==> config.mk <==
export PLATFORM = sky130hd
export DESIGN_NAME = pkt_scan_top
export DESIGN_NICKNAME = d
export VERILOG_FILES = /design/src/logic/pkt_scan_pkg.sv /design/src/logic/scan_lane_if.sv /design/src/logic/scan_dispatch.sv /design/src/logic/literal_dfa.sv /design/src/logic/stream_match_lane.sv /design/src/logic/match_collect.sv /design/src/logic/pkt_scan_top.sv
export VERILOG_INCLUDE_DIRS = /design/src /design/src/logic
export SDC_FILE = /design/constraint.sdc
export NUM_CORES = 1
export LEC_CHECK = 0
export BUFFER_PORTS_ARGS = -buffer_cell sky130_fd_sc_hd__buf_2
export CAP_MARGIN = 20
export CORE_MARGIN = 4
export CORE_UTILIZATION = 40
export DETAILED_ROUTE_END_ITERATION = 7
export PLACE_DENSITY = 0.64
export SETUP_SLACK_MARGIN = 0.3
export SLEW_MARGIN = 15
export SYNTH_ARGS = -nofsm -noshare
export SYNTH_HDL_FRONTEND = slang
export SYNTH_SLANG_ARGS = --single-unit
==> constraint.sdc <==
create_clock -name clk -period 5.9 [get_ports clk]
set_clock_uncertainty 0.1 [all_clocks]
set_input_delay 0.295 -clock clk [delete_from_list [all_inputs] [get_ports clk]]
set_output_delay 0.295 -clock clk [all_outputs]
set_load 0.01 [all_outputs]
==> src/logic/pkt_scan_defines.svh <==
`ifndef PKT_SCAN_DEFINES_SVH
`define PKT_SCAN_DEFINES_SVH

// Number of scanning lanes, one literal pattern each
`define SCAN_LANES 4

// Streams with a saved matcher state per lane
`define SCAN_STREAMS 64

// Literal length in bytes
`define SCAN_PAT_LEN 4

// Lane patterns, first byte to match in the top byte
// "GET "
`define SCAN_PATTERN_0 32'h4745_5420
// "POST"
`define SCAN_PATTERN_1 32'h504f_5354
// "HTTP"
`define SCAN_PATTERN_2 32'h4854_5450
// "abab" exercises the restart rule on overlapping input
`define SCAN_PATTERN_3 32'h6162_6162

`endif

==> src/logic/pkt_scan_pkg.sv <==
package pkt_scan_pkg;

   // Stream number, indexes the per-lane state memories
   typedef logic [5:0] stream_id_t;

   // Matcher progress, 0 to 4 bytes matched
   typedef logic [2:0] dfa_state_t;

   // Header word, presented with sop
   typedef struct packed {
      logic       new_stream;
      logic       spare_hi;
      stream_id_t stream_id;
      logic [3:0] spare_lo;
      logic [3:0] lane_en;
   } scan_hdr_t;

   // Data word, one character in the low byte
   typedef struct packed {
      logic [7:0] spare;
      logic [7:0] char;
   } scan_data_t;

   // Same 16 bits read as header or data, sop decides
   typedef union packed {
      scan_hdr_t  hdr;
      scan_data_t data;
   } scan_word_u;

endpackage

==> src/logic/scan_lane_if.sv <==
`timescale 1ns/100ps
`include "pkt_scan_defines.svh"

interface scan_lane_if;
   import pkt_scan_pkg::*;

   // Per-packet control, held from one header to the next
   logic                   load;
   logic                   new_stream;
   stream_id_t             stream_id;
   logic [`SCAN_LANES-1:0] enable_mask;

   // Per-byte strobes
   logic [7:0]             char;
   logic                   char_vld;
   logic                   eop;

   // Dispatcher side
   modport src (
      output load, new_stream, stream_id, enable_mask,
      output char, char_vld, eop
   );

   // Every lane sees the same broadcast
   modport sink (
      input load, new_stream, stream_id, enable_mask,
      input char, char_vld, eop
   );

endinterface

==> src/logic/scan_dispatch.sv <==
`timescale 1ns/100ps

module scan_dispatch (
   input  logic                    clk,
   input  logic                    rst_n,
   input  logic                    word_vld,
   input  logic                    sop,
   input  logic                    eop,
   input  pkt_scan_pkg::scan_word_u word,
   scan_lane_if.src                lanes
);

   logic is_hdr;
   logic is_data;

   // sop marks a header, anything else valid is a data byte
   assign is_hdr  = word_vld & sop;
   assign is_data = word_vld & ~sop;

   // Strobes, one cycle behind the input word
   always_ff @(posedge clk)
   begin
      if (!rst_n)
      begin
         lanes.load     <= 1'b0;
         lanes.char_vld <= 1'b0;
         lanes.eop      <= 1'b0;
      end
      else
      begin
         // Header opens a packet, lanes restore state
         lanes.load     <= is_hdr;
         lanes.char_vld <= is_data;
         // eop only rides on a data byte
         lanes.eop      <= is_data & eop;
      end
   end

   // Header fields, held until the next header
   // Lanes still need stream id and mask at eop
   always_ff @(posedge clk)
   begin
      if (is_hdr)
      begin
         lanes.new_stream  <= word.hdr.new_stream;
         lanes.stream_id   <= word.hdr.stream_id;
         lanes.enable_mask <= word.hdr.lane_en;
      end
   end

   // Character of a data word
   always_ff @(posedge clk)
   begin
      if (is_data)
      begin
         lanes.char <= word.data.char;
      end
   end

endmodule

==> src/logic/literal_dfa.sv <==
`timescale 1ns/100ps
`include "pkt_scan_defines.svh"

module literal_dfa #(
   parameter logic [31:0] PATTERN = 32'h0
) (
   input  logic                     clk,
   input  logic                     rst_n,
   input  logic                     char_vld,
   input  logic                     state_in_vld,
   input  logic [7:0]               char,
   input  pkt_scan_pkg::dfa_state_t state_in,
   output pkt_scan_pkg::dfa_state_t state_out,
   output logic                     accept
);
   import pkt_scan_pkg::*;

   localparam int LEN = `SCAN_PAT_LEN;
   localparam logic [7:0] FIRST_BYTE = PATTERN[(LEN-1)*8 +: 8];

   dfa_state_t prog_q;
   dfa_state_t prog_eff;
   dfa_state_t prog_step;
   logic [7:0] expect_byte;

   // Full match restarts from zero on the next byte
   assign prog_eff = (prog_q == dfa_state_t'(LEN)) ? '0 : prog_q;

   // Pattern byte expected at this progress, top byte first
   assign expect_byte = PATTERN[(LEN - 1 - int'(prog_eff)) * 8 +: 8];

   // Restart rule
   always_comb
   begin
      if (char == expect_byte)
         prog_step = prog_eff + dfa_state_t'(1);
      else if (char == FIRST_BYTE)
         prog_step = dfa_state_t'(1);
      else
         prog_step = '0;
   end

   // Next state as the lane would save it
   // A load wins over a byte
   assign state_out = state_in_vld ? state_in :
                      char_vld     ? prog_step : prog_q;

   // High for the byte that completes the pattern
   assign accept = char_vld & ~state_in_vld & (prog_step == dfa_state_t'(LEN));

   always_ff @(posedge clk)
   begin
      if (!rst_n)
         prog_q <= '0;
      else
         prog_q <= state_out;
   end

endmodule

==> src/logic/stream_match_lane.sv <==
`timescale 1ns/100ps
`include "pkt_scan_defines.svh"

module stream_match_lane #(
   parameter int          LANE    = 0,
   parameter logic [31:0] PATTERN = 32'h0
) (
   input  logic        clk,
   input  logic        rst_n,
   scan_lane_if.sink   lanes,
   output logic        fired,
   output logic [15:0] count
);
   import pkt_scan_pkg::*;

   // Saved matcher progress, one entry per stream
   dfa_state_t state_mem [`SCAN_STREAMS];

   dfa_state_t restore_state;
   dfa_state_t state_out;
   logic       accept;
   logic       spec_match;
   logic       lane_en;

   // This lane's bit of the packet mask
   assign lane_en = lanes.enable_mask[LANE];

   // New stream starts clean, else pick up where it stopped
   assign restore_state = lanes.new_stream ? '0 : state_mem[lanes.stream_id];

   literal_dfa #(
      .PATTERN (PATTERN)
   ) u_dfa (
      .clk          (clk),
      .rst_n        (rst_n),
      .char_vld     (lanes.char_vld),
      .state_in_vld (lanes.load),
      .char         (lanes.char),
      .state_in     (restore_state),
      .state_out    (state_out),
      .accept       (accept)
   );

   // Match seen so far in this packet, the eop byte included
   assign fired = spec_match | accept;

   // Speculative flag and count
   always_ff @(posedge clk)
   begin
      if (!rst_n)
      begin
         spec_match <= 1'b0;
         count      <= '0;
      end
      else
      begin
         // Flag lives for one packet only
         if (lanes.load || lanes.eop)
            spec_match <= 1'b0;
         else if (accept)
            spec_match <= 1'b1;
         // Commit only when enabled, otherwise the match is dropped
         if (lanes.eop && lane_en)
            count <= count + 16'(fired);
      end
   end

   // Save progress at eop of an enabled packet
   // Disabled packet leaves the older state in place
   always_ff @(posedge clk)
   begin
      if (lanes.eop && lane_en)
      begin
         state_mem[lanes.stream_id] <= state_out;
      end
   end

endmodule

==> src/logic/match_collect.sv <==
`timescale 1ns/100ps
`include "pkt_scan_defines.svh"

module match_collect (
   input  logic                   clk,
   input  logic                   rst_n,
   input  logic                   eop,
   input  logic [`SCAN_LANES-1:0] enable_mask,
   input  logic [`SCAN_LANES-1:0] fired,
   input  logic [15:0]            lane_count [`SCAN_LANES],
   input  logic [1:0]             count_sel,
   output logic                   hit_vld,
   output logic [`SCAN_LANES-1:0] hit_mask,
   output logic [15:0]            count
);

   // Hit report, one pulse per packet
   always_ff @(posedge clk)
   begin
      if (!rst_n)
      begin
         hit_vld  <= 1'b0;
         hit_mask <= '0;
      end
      else
      begin
         hit_vld <= eop;
         // Only enabled lanes report
         // Mask reads zero between reports
         if (eop)
            hit_mask <= fired & enable_mask;
         else
            hit_mask <= '0;
      end
   end

   // Count readout, follows count_sel directly
   assign count = lane_count[count_sel];

endmodule

==> src/logic/pkt_scan_top.sv <==
`timescale 1ns/100ps
`include "pkt_scan_defines.svh"

module pkt_scan_top (
   input  logic                   clk,
   input  logic                   rst_n,
   input  logic                   word_vld,
   input  logic                   sop,
   input  logic                   eop,
   input  logic [15:0]            word,
   input  logic [1:0]             count_sel,
   output logic                   hit_vld,
   output logic [`SCAN_LANES-1:0] hit_mask,
   output logic [15:0]            count
);

   // Pattern per lane index
   localparam logic [31:0] LANE_PATTERN [`SCAN_LANES] = '{
      `SCAN_PATTERN_0, `SCAN_PATTERN_1, `SCAN_PATTERN_2, `SCAN_PATTERN_3
   };

   logic [`SCAN_LANES-1:0] fired;
   logic [15:0]            lane_count [`SCAN_LANES];

   // Broadcast control to all lanes
   scan_lane_if lanes_if ();

   scan_dispatch u_dispatch (
      .clk      (clk),
      .rst_n    (rst_n),
      .word_vld (word_vld),
      .sop      (sop),
      .eop      (eop),
      .word     (word),
      .lanes    (lanes_if)
   );

   // One lane per pattern
   for (genvar g = 0; g < `SCAN_LANES; g++)
   begin : g_lane
      stream_match_lane #(
         .LANE    (g),
         .PATTERN (LANE_PATTERN[g])
      ) u_lane (
         .clk   (clk),
         .rst_n (rst_n),
         .lanes (lanes_if),
         .fired (fired[g]),
         .count (lane_count[g])
      );
   end

   match_collect u_collect (
      .clk         (clk),
      .rst_n       (rst_n),
      .eop         (lanes_if.eop),
      .enable_mask (lanes_if.enable_mask),
      .fired       (fired),
      .lane_count  (lane_count),
      .count_sel   (count_sel),
      .hit_vld     (hit_vld),
      .hit_mask    (hit_mask),
      .count       (count)
   );

endmodule

==> out/qor.csv, run 1 <==
stage;metric;value;unit
setup_path;Crit path buffers/inverters;2;
timing;setup repair after global routing missed its margin;false;
grt;wire length of the first global-routing pass;137000;µm
place;gp weighted congestion;0.888;
clocking;root buffer cell;clkbuf_16;
clocking;clock tree from TritonCTS;done;
floorplan;Die Outline Area;95700;µm²
yosys;cell types with the highest counts after synthesis;787 x edfxtp_1, 352 x nor2_1, 224 x mux4_2;
clocking;number of buffers on the longest clock path;3;
timing;number of hold-slack violations in the final timing report;0;
clocking;post-CTS resize count;0;
worst_hold_path;worst hold path class;input port to register;
yosys;Cell variety after synth;62;
yosys;flops & latches, synth;881;
grt;vias in the first global route;20500;
yosys;cell type with the highest aggregate area in the netlist;edfxtp_1;
drt;number of detailed-route iterations in the first pass;6;
setup_path;family of cells with the greatest summed delay on the critical path;multiplexers;
setup_path;required time of the critical path;6130;ps
timing;period utilisation layout;72.4;%
yosys;top post-synthesis cells by area;edfxtp_1 65%, mux4_2 14%, dfxtp_1 5.2%;
floorplan;die boundary width;309;µm
timing;count of pins over their slew limit;0;
setup_path;nature of the critical path endpoint;register;
drt;total vias in the final route;20300;
cells_and_area;total area of multi-input combinational cells;10200;µm²
grt;total congestion overflow after global routing;0;
setup_path;kind of start point of the critical path;register;
yosys;most frequent cell after synthesis;edfxtp_1;
drt;total routed wirelength;92100;µm
setup_path;maximum net fanout on the critical path;48;
setup_path;cell with the biggest individual delay on the critical path;dfxtp_4;
clocking;level count of the clock H-tree;3;
drt;DRC;0;
timing;worst rel slew slack;26.6;%
pwr;overall power of the completed layout;13.8;mW
yosys;cell count after synthesis;2181;
cells_and_area;register area;25500;µm²
clocking;Clock Pin Slew Worst Setup and Hold Paths;60;ps
floorplan;Ports;44;
yosys;Async S/R FF share, synth;0;%
drt;detailed-route vias per instance;5.78;
outcome;result of the run;finished clean;
cells_and_area;Fill cells;7609;
yosys;sequential fraction of the synthesis area;70.3;%
pwr;leakage power;13.1;nW
drt;number of DRC markers in iteration 0;2589;
clocking;CTS Hold Buffers Added;18;
cells_and_area;count of nets after finishing;2294;
yosys;yosys warns;0;
timing;count of endpoints failing setup in the final report;0;
clocking;cts bufs inserted;92;
grt;gr usage total;19.4;%
place;half-perimeter wire length after detailed placement;60300;µm
clocking;number of setup buffers added after CTS;0;
timing;fin worst setup slack;1630;ps
setup_path;worst-path cell chain;buf_12 > mux4_2 > mux4_2 > a22oi_1 > nand3_2 > buf_4;
yosys;area fraction of the dominant cell type after synthesis;65.1;%
floorplan;DIE HEIGHT;309;µm
yosys;Netlist Area Pre-Place;36300;µm²
setup_path;critical path data arrival time;4500;ps
cells_and_area;layout overhead on the synthesized area;13.5;%
setup_path;Max stage delay on crit path;720;ps
drt;Antenna Violating Nets Remaining;0;
grt;initial antenna violation count;2;
timing;achievable frequency;234;MHz
clocking;clock latency of the later-clocked register in the worst-skew pair;640;ps
floorplan;Core Box Area;90000;µm²
pwr;VDD IR-drop max;0.000210;V
place;Place WS;1620;ps
timing;aggregate negative setup slack;0;ps
floorplan;initial cell density of the core;40.3;%
floorplan;number of standard-cell rows in the floorplan;110;
drt;average wire per standard cell;26.3;µm
cells_and_area;proportion of layout cells with a drive suffix above 1;20.9;%
grt;largest net degree at the start of global routing;72;
yosys;number of nets produced by synthesis;2224;
timing;Final Critical Period;4270;ps
yosys;post-synthesis area per instance;16.6;µm²
setup_path;crit-path most repeated cell;mux4_2;
yosys;Post-synth top flop;edfxtp_1;
setup_path;critical path type;register to register;
timing;Tightest Pin Transition;1100;ps
clocking;number of sinks on the clock net;881;
run;MaxCap Viol Count;0;
yosys;count of flip-flops with a built-in enable after synthesis;787;
pwr;Power per Cell Area;335;nW/µm²
place;Port-buffer cells;42;
## layer usage
metal	global-route usage [%]	vias to the layer above	part of all wire, %
met1	27.4	10400	41
met3	3.95	193	9.2
met4	5.90	0	3.2
met2	30.6	1047	47
li1	-	8631	-
met5	0	-	0
## final timing paths
| path | start | to | slack, ps | depth (start not counted) |
|---|---|---|---|---|
| hold reg to reg | g_lane[1].u_lane.count[0] | g_lane[1].u_lane.count[0] | 390 | 2 |
| setup reg to reg | register | g_lane[3].u_lane.state_mem[16][0] | 1630 | 6 |
| setup / recovery | register | g_lane[3].u_lane.state_mem[16][0] | 1630 | 6 |
| hold / removal | word_vld | u_dispatch.lanes.char[6] | 150 | 2 |
## placed cells by master, fill, tap and decap left out, types with 23 or more instances in the layout
| cell | Yosys | routed |
|---|---|---|
| edfxtp_1 | 787 | 787 |
| clkbuf_16 | 0 | 95 |
| buf_4 | 14 | 34 |
| mux4_2 | 224 | 224 |
| xor2_1 | 39 | 39 |
| nand3_1 | 30 | 28 |
| and3_1 | 23 | 23 |
| buf_2 | 22 | 42 |
| xnor2_1 | 24 | 24 |
| dfxtp_1 | 94 | 91 |
| a21oi_1 | 30 | 30 |
| nand2_1 | 148 | 144 |
| nor2_1 | 352 | 352 |
## sequential cells by signal, summed over array words and instances (netlist names), named ones only
name / flops
g_lane.u_lane.u_dfa.prog_q: 12
g_lane.u_lane.spec_match: 4
u_dispatch.lanes.enable_mask: 4
g_lane.u_lane.state_mem: 768
u_dispatch.lanes.char: 8
u_collect.hit_mask: 4
u_dispatch.lanes.new_stream: 1
u_dispatch.lanes.char_vld: 1
u_dispatch.lanes.eop: 1
u_dispatch.lanes.load: 1
u_dispatch.lanes.stream_id: 6
u_collect.hit_vld: 1
g_lane.u_lane.count: 64
## cell families (layout without fill, tap and decap cells)
kind of cell | after synthesis | count (layout) | synth area share, %
other | 0 | 1 | 0
DFF | 881 | 881 | 70.3
xor gates and xnor gates | 63 | 63 | 1.52
muxes | 257 | 257 | 14.8
AOI/OAI and AO/OA | 149 | 149 | 2.84
buffers and inverters | 148 | 297 | 1.90
and+or+nand+nor | 663 | 663 | 7.95
adders and majority gates | 20 | 20 | 0.689
## metrics by stage
step / utilization [%] / cell area (µm²) / hold WS [ps] / std cells
2_1_floorplan: - / 36300 / 294 / 2181
3_3_place_gp: 42.1 / 37900 / 375 / 3315
3_5_place_dp: 42.1 / 37900 / 374 / 3315
4_1_cts: 45.8 / 41200 / 102 / 3506
5_1_grt: 45.8 / 41200 / 147 / 3507
6_report: 45.8 / 41200 / 148 / 3507
## final cells by class
cell class	count	share of cell area, %
Antenna cell	1	0.00607
Clock buffer	117	6.14
Clock inverter	56	1.54
Inverter	24	0.218
Multi-Input combinational cell	1152	24.8
Sequential cell	881	61.9
Tap cell	1176	3.57
Timing Repair Buffer	100	1.86
## report_power, final
part / switching, mW / internal [mW] / total, mW
clock network: 2.43 / 3.58 / 6.00
registers: 0.0626 / 6.84 / 6.91
logic: 0.555 / 0.343 / 0.898
total: 3.04 / 10.8 / 13.8
Note: power is estimated with default switching activity, not from simulation.
==> run 2, diff against run 1 <==
--- a/config.mk
+++ b/config.mk
@@ -11,7 +11,7 @@
 export CORE_MARGIN = 4
 export CORE_UTILIZATION = 40
 export DETAILED_ROUTE_END_ITERATION = 7
-export PLACE_DENSITY = 0.64
+export PLACE_DENSITY = 0.62
 export SETUP_SLACK_MARGIN = 0.3
 export SLEW_MARGIN = 15
 export SYNTH_ARGS = -nofsm -noshare
==> constraint.sdc (replaced) <==
create_clock -name clk -period 4.2 [get_ports clk]
set_clock_uncertainty 0.1 [all_clocks]
set_input_delay 0.21 -clock clk [delete_from_list [all_inputs] [get_ports clk]]
set_output_delay 0.21 -clock clk [all_outputs]
set_load 0.01 [all_outputs]
==> run 2 against run 1 <==
Effect of this change:
- clock power is 39% higher
- sequential share of layout area shrank 0.53 points
- largest power group unchanged
- first-iteration DRC count down 17%
- critical endpoint is now g_lane[1].u_lane.state_mem[11][2]
- via count grew 0.16%
- design area rose by 0.86%
- wire length down 0.60%
- core utilization increased by 0.39 points
- die area unchanged
- largest cell class unchanged
==> out/qor.csv, run 2 (synthesized netlist as in run 1, its figures left out) <==
stage;metric;value;unit;change
setup_path;flop-to-flop setup slack;580;ps;was 1630 ps
place;gp weighted congestion;0.858;;was 0.888
timing;achievable frequency;276;MHz;was 234 MHz
timing;count of endpoints failing setup in the final report;0;;unchanged
clocking;Clock Pin Slew Worst Setup and Hold Paths;60;ps;about the same
clocking;root buffer cell;clkbuf_16;;unchanged
cells_and_area;Largest register FFs;768;;unchanged
clocking;clock tree from TritonCTS;done;;unchanged
clocking;clock latency of the later-clocked register in the worst-skew pair;650;ps;was 640 ps
floorplan;die boundary width;309;µm;unchanged
cells_and_area;count of nets after finishing;2334;;was 2,294
timing;setup repair after global routing missed its margin;false;;unchanged
place;post-detailed-placement cell area;38300;µm²;was 37,900 µm²
timing;Tightest Pin Transition;1020;ps;was 1100 ps
timing;worst hold slack across all endpoints;74.7;ps;was 148 ps
grt;total congestion overflow after global routing;0;;unchanged
drt;number of detailed-route iterations in the first pass;5;;was 6
setup_path;cell with the biggest individual delay on the critical path;dfxtp_4;;unchanged
floorplan;number of standard-cell rows in the floorplan;110;;unchanged
worst_hold_path;worst hold path class;input port to register;;unchanged
run;MaxCap Viol Count;0;;unchanged
drt;total routed wirelength;91600;µm;was 92,100 µm
floorplan;initial cell density of the core;40.3;%;unchanged
clocking;number of sinks on the clock net;881;;unchanged
cells_and_area;most common cell after layout, fill and taps aside;edfxtp_1;;unchanged
timing;fin worst setup slack;579;ps;was 1630 ps
cells_and_area;registers with the most flip-flops;g_lane.u_lane.state_mem: 768 flops, g_lane.u_lane.count: 64 flops, g_lane.u_lane.u_dfa.prog_q: 12 flops;;unchanged
clocking;cts bufs inserted;90;;was 92
drt;detailed-route vias per instance;5.73;;was 5.78
grt;initial antenna violation count;2;;unchanged
pwr;Power per Cell Area;465;nW/µm²;was 335 nW/µm²
clocking;number of buffers on the longest clock path;3;;unchanged
place;half-perimeter wire length after detailed placement;61400;µm;was 60,300 µm
setup_path;kind of start point of the critical path;register;;unchanged
cells_and_area;Finished Cell Area;41600;µm²;was 41,200 µm²
timing;worst rel slew slack;31.5;%;was 26.6%
pwr;overall power of the completed layout;19.3;mW;was 13.8 mW
drt;Antenna Violating Nets Remaining;0;;unchanged
place;Port-buffer cells;42;;unchanged
setup_path;Max stage delay on crit path;780;ps;was 720 ps
pwr;VDD IR-drop max;0.000367;V;was 0.000210 V
cells_and_area;most flop-heavy register;g_lane.u_lane.state_mem;;unchanged
setup_path;required time of the critical path;4390;ps;was 6130 ps
setup_path;critical path type;register to register;;unchanged
cells_and_area;commonest cells after routing, fill and taps aside;787 x edfxtp_1, 352 x nor2_1, 224 x mux4_2;;unchanged
drt;number of DRC markers in iteration 0;2136;;was 2,589
setup_path;maximum net fanout on the critical path;64;;was 48
grt;largest net degree at the start of global routing;66;;was 72
timing;count of pins over their slew limit;0;;unchanged
floorplan;Ports;44;;unchanged
drt;DRC;0;;unchanged
floorplan;DIE HEIGHT;309;µm;unchanged
place;Place WS;337;ps;was 1620 ps
floorplan;Core Box Area;90000;µm²;unchanged
timing;aggregate negative setup slack;0;ps;unchanged
setup_path;critical path data arrival time;3810;ps;was 4500 ps
setup_path;worst-path cell chain;buf_4 > mux4_2 > mux4_2 > o21ai_0 > nand4_1 > buf_4;;was buf_12 > mux4_2 > mux4_2 > a22oi_1 > nand3_2 > buf_4
outcome;result of the run;finished clean;;unchanged
drt;total vias in the final route;20300;;about the same
timing;Final Critical Period;3620;ps;was 4270 ps
pwr;leakage power;13.3;nW;was 13.1 nW
cells_and_area;layout overhead on the synthesized area;14.5;%;was 13.5%
drt;average wire per standard cell;25.8;µm;was 26.3 µm
cells_and_area;proportion of layout cells with a drive suffix above 1;22.1;%;was 20.9%
timing;number of hold-slack violations in the final timing report;0;;unchanged
grt;wire length of the first global-routing pass;136000;µm;was 137,000 µm
clocking;level count of the clock H-tree;3;;unchanged
floorplan;Die Outline Area;95700;µm²;unchanged
grt;vias in the first global route;20600;;was 20.5k
setup_path;nature of the critical path endpoint;register;;unchanged
grt;gr usage total;19.3;%;was 19.4%
timing;period utilisation layout;86.2;%;was 72.4%
==> run 2: changes by cell type in the layout (fill, tap and decap cells not counted), sizes merged <==
cell,change
clkinvlp,+4
buf,+41
dlygate4sd3,+1
clkinv,-1
clkbuf,-13
bufinv,+3
inv,+1
==> run 2: cell type report <==
type	count	area, µm²
tap	1176	1470
timing repair buffer	142	1170
fill	7646	48400
sequential	881	25500
antenna	1	2.50
clock inverter	63	743
clock buffer	104	2350
inverter	24	90.1
multi-input combinational	1152	10200
==> run 2: power breakdown <==
part	internal, mW	total, mW	switching, mW	leakage, nW
Combinational	0.527	1.33	0.804	3.79
Sequential	9.61	9.68	0.0729	7.99
Clock	4.95	8.32	3.38	1.49
Total	15.1	19.3	4.26	13.3
==> run 2: worst paths after layout <==
path                                           startpoint                                end  cells after the start
worst max-delay path                             register  g_lane[1].u_lane.state_mem[11][2]                      6
worst min-delay path                             word_vld           u_dispatch.lanes.char[1]                      2
worst max register to register                   register  g_lane[1].u_lane.state_mem[11][2]                      6
worst min register to register  g_lane[2].u_lane.count[0]          g_lane[2].u_lane.count[0]                      2
==> run 2: metrics by stage <==
stage,instances,utilization (%)
floorplan,2181,-
global placement,3355,42.5
detailed placement,3355,42.5
CTS,3541,46.2
global route,3542,46.2
finish,3543,46.2
==> run 2: layer usage <==
layer	global-route usage [%]	part of all wire, %	up-vias	wire, µm
li1	-	-	8701	-
met1	27.0	41	10500	37500
met2	30.2	46	909	42600
met3	5.02	9.5	167	8700
met4	5.58	3.0	4	2780
met5	0	0.025	-	23
==> run 2: what timing repair did <==
action,in CTS,in global routing
hold buffers,19,0
hold endpoints to repair,47,0
buffers inserted,0,0
resized for setup,0,4
endpoints found under the setup margin,0,6
==> run 2: worst max-delay path: cells and delay by family, from the launching register on <==
kind / cells / cell delay [ps]
and+or+nand+nor: 1 / 200
DFF: 1 / 780
buffers and inverters: 2 / 640
muxes: 2 / 1010
AOI/OAI and AO/OA: 1 / 440
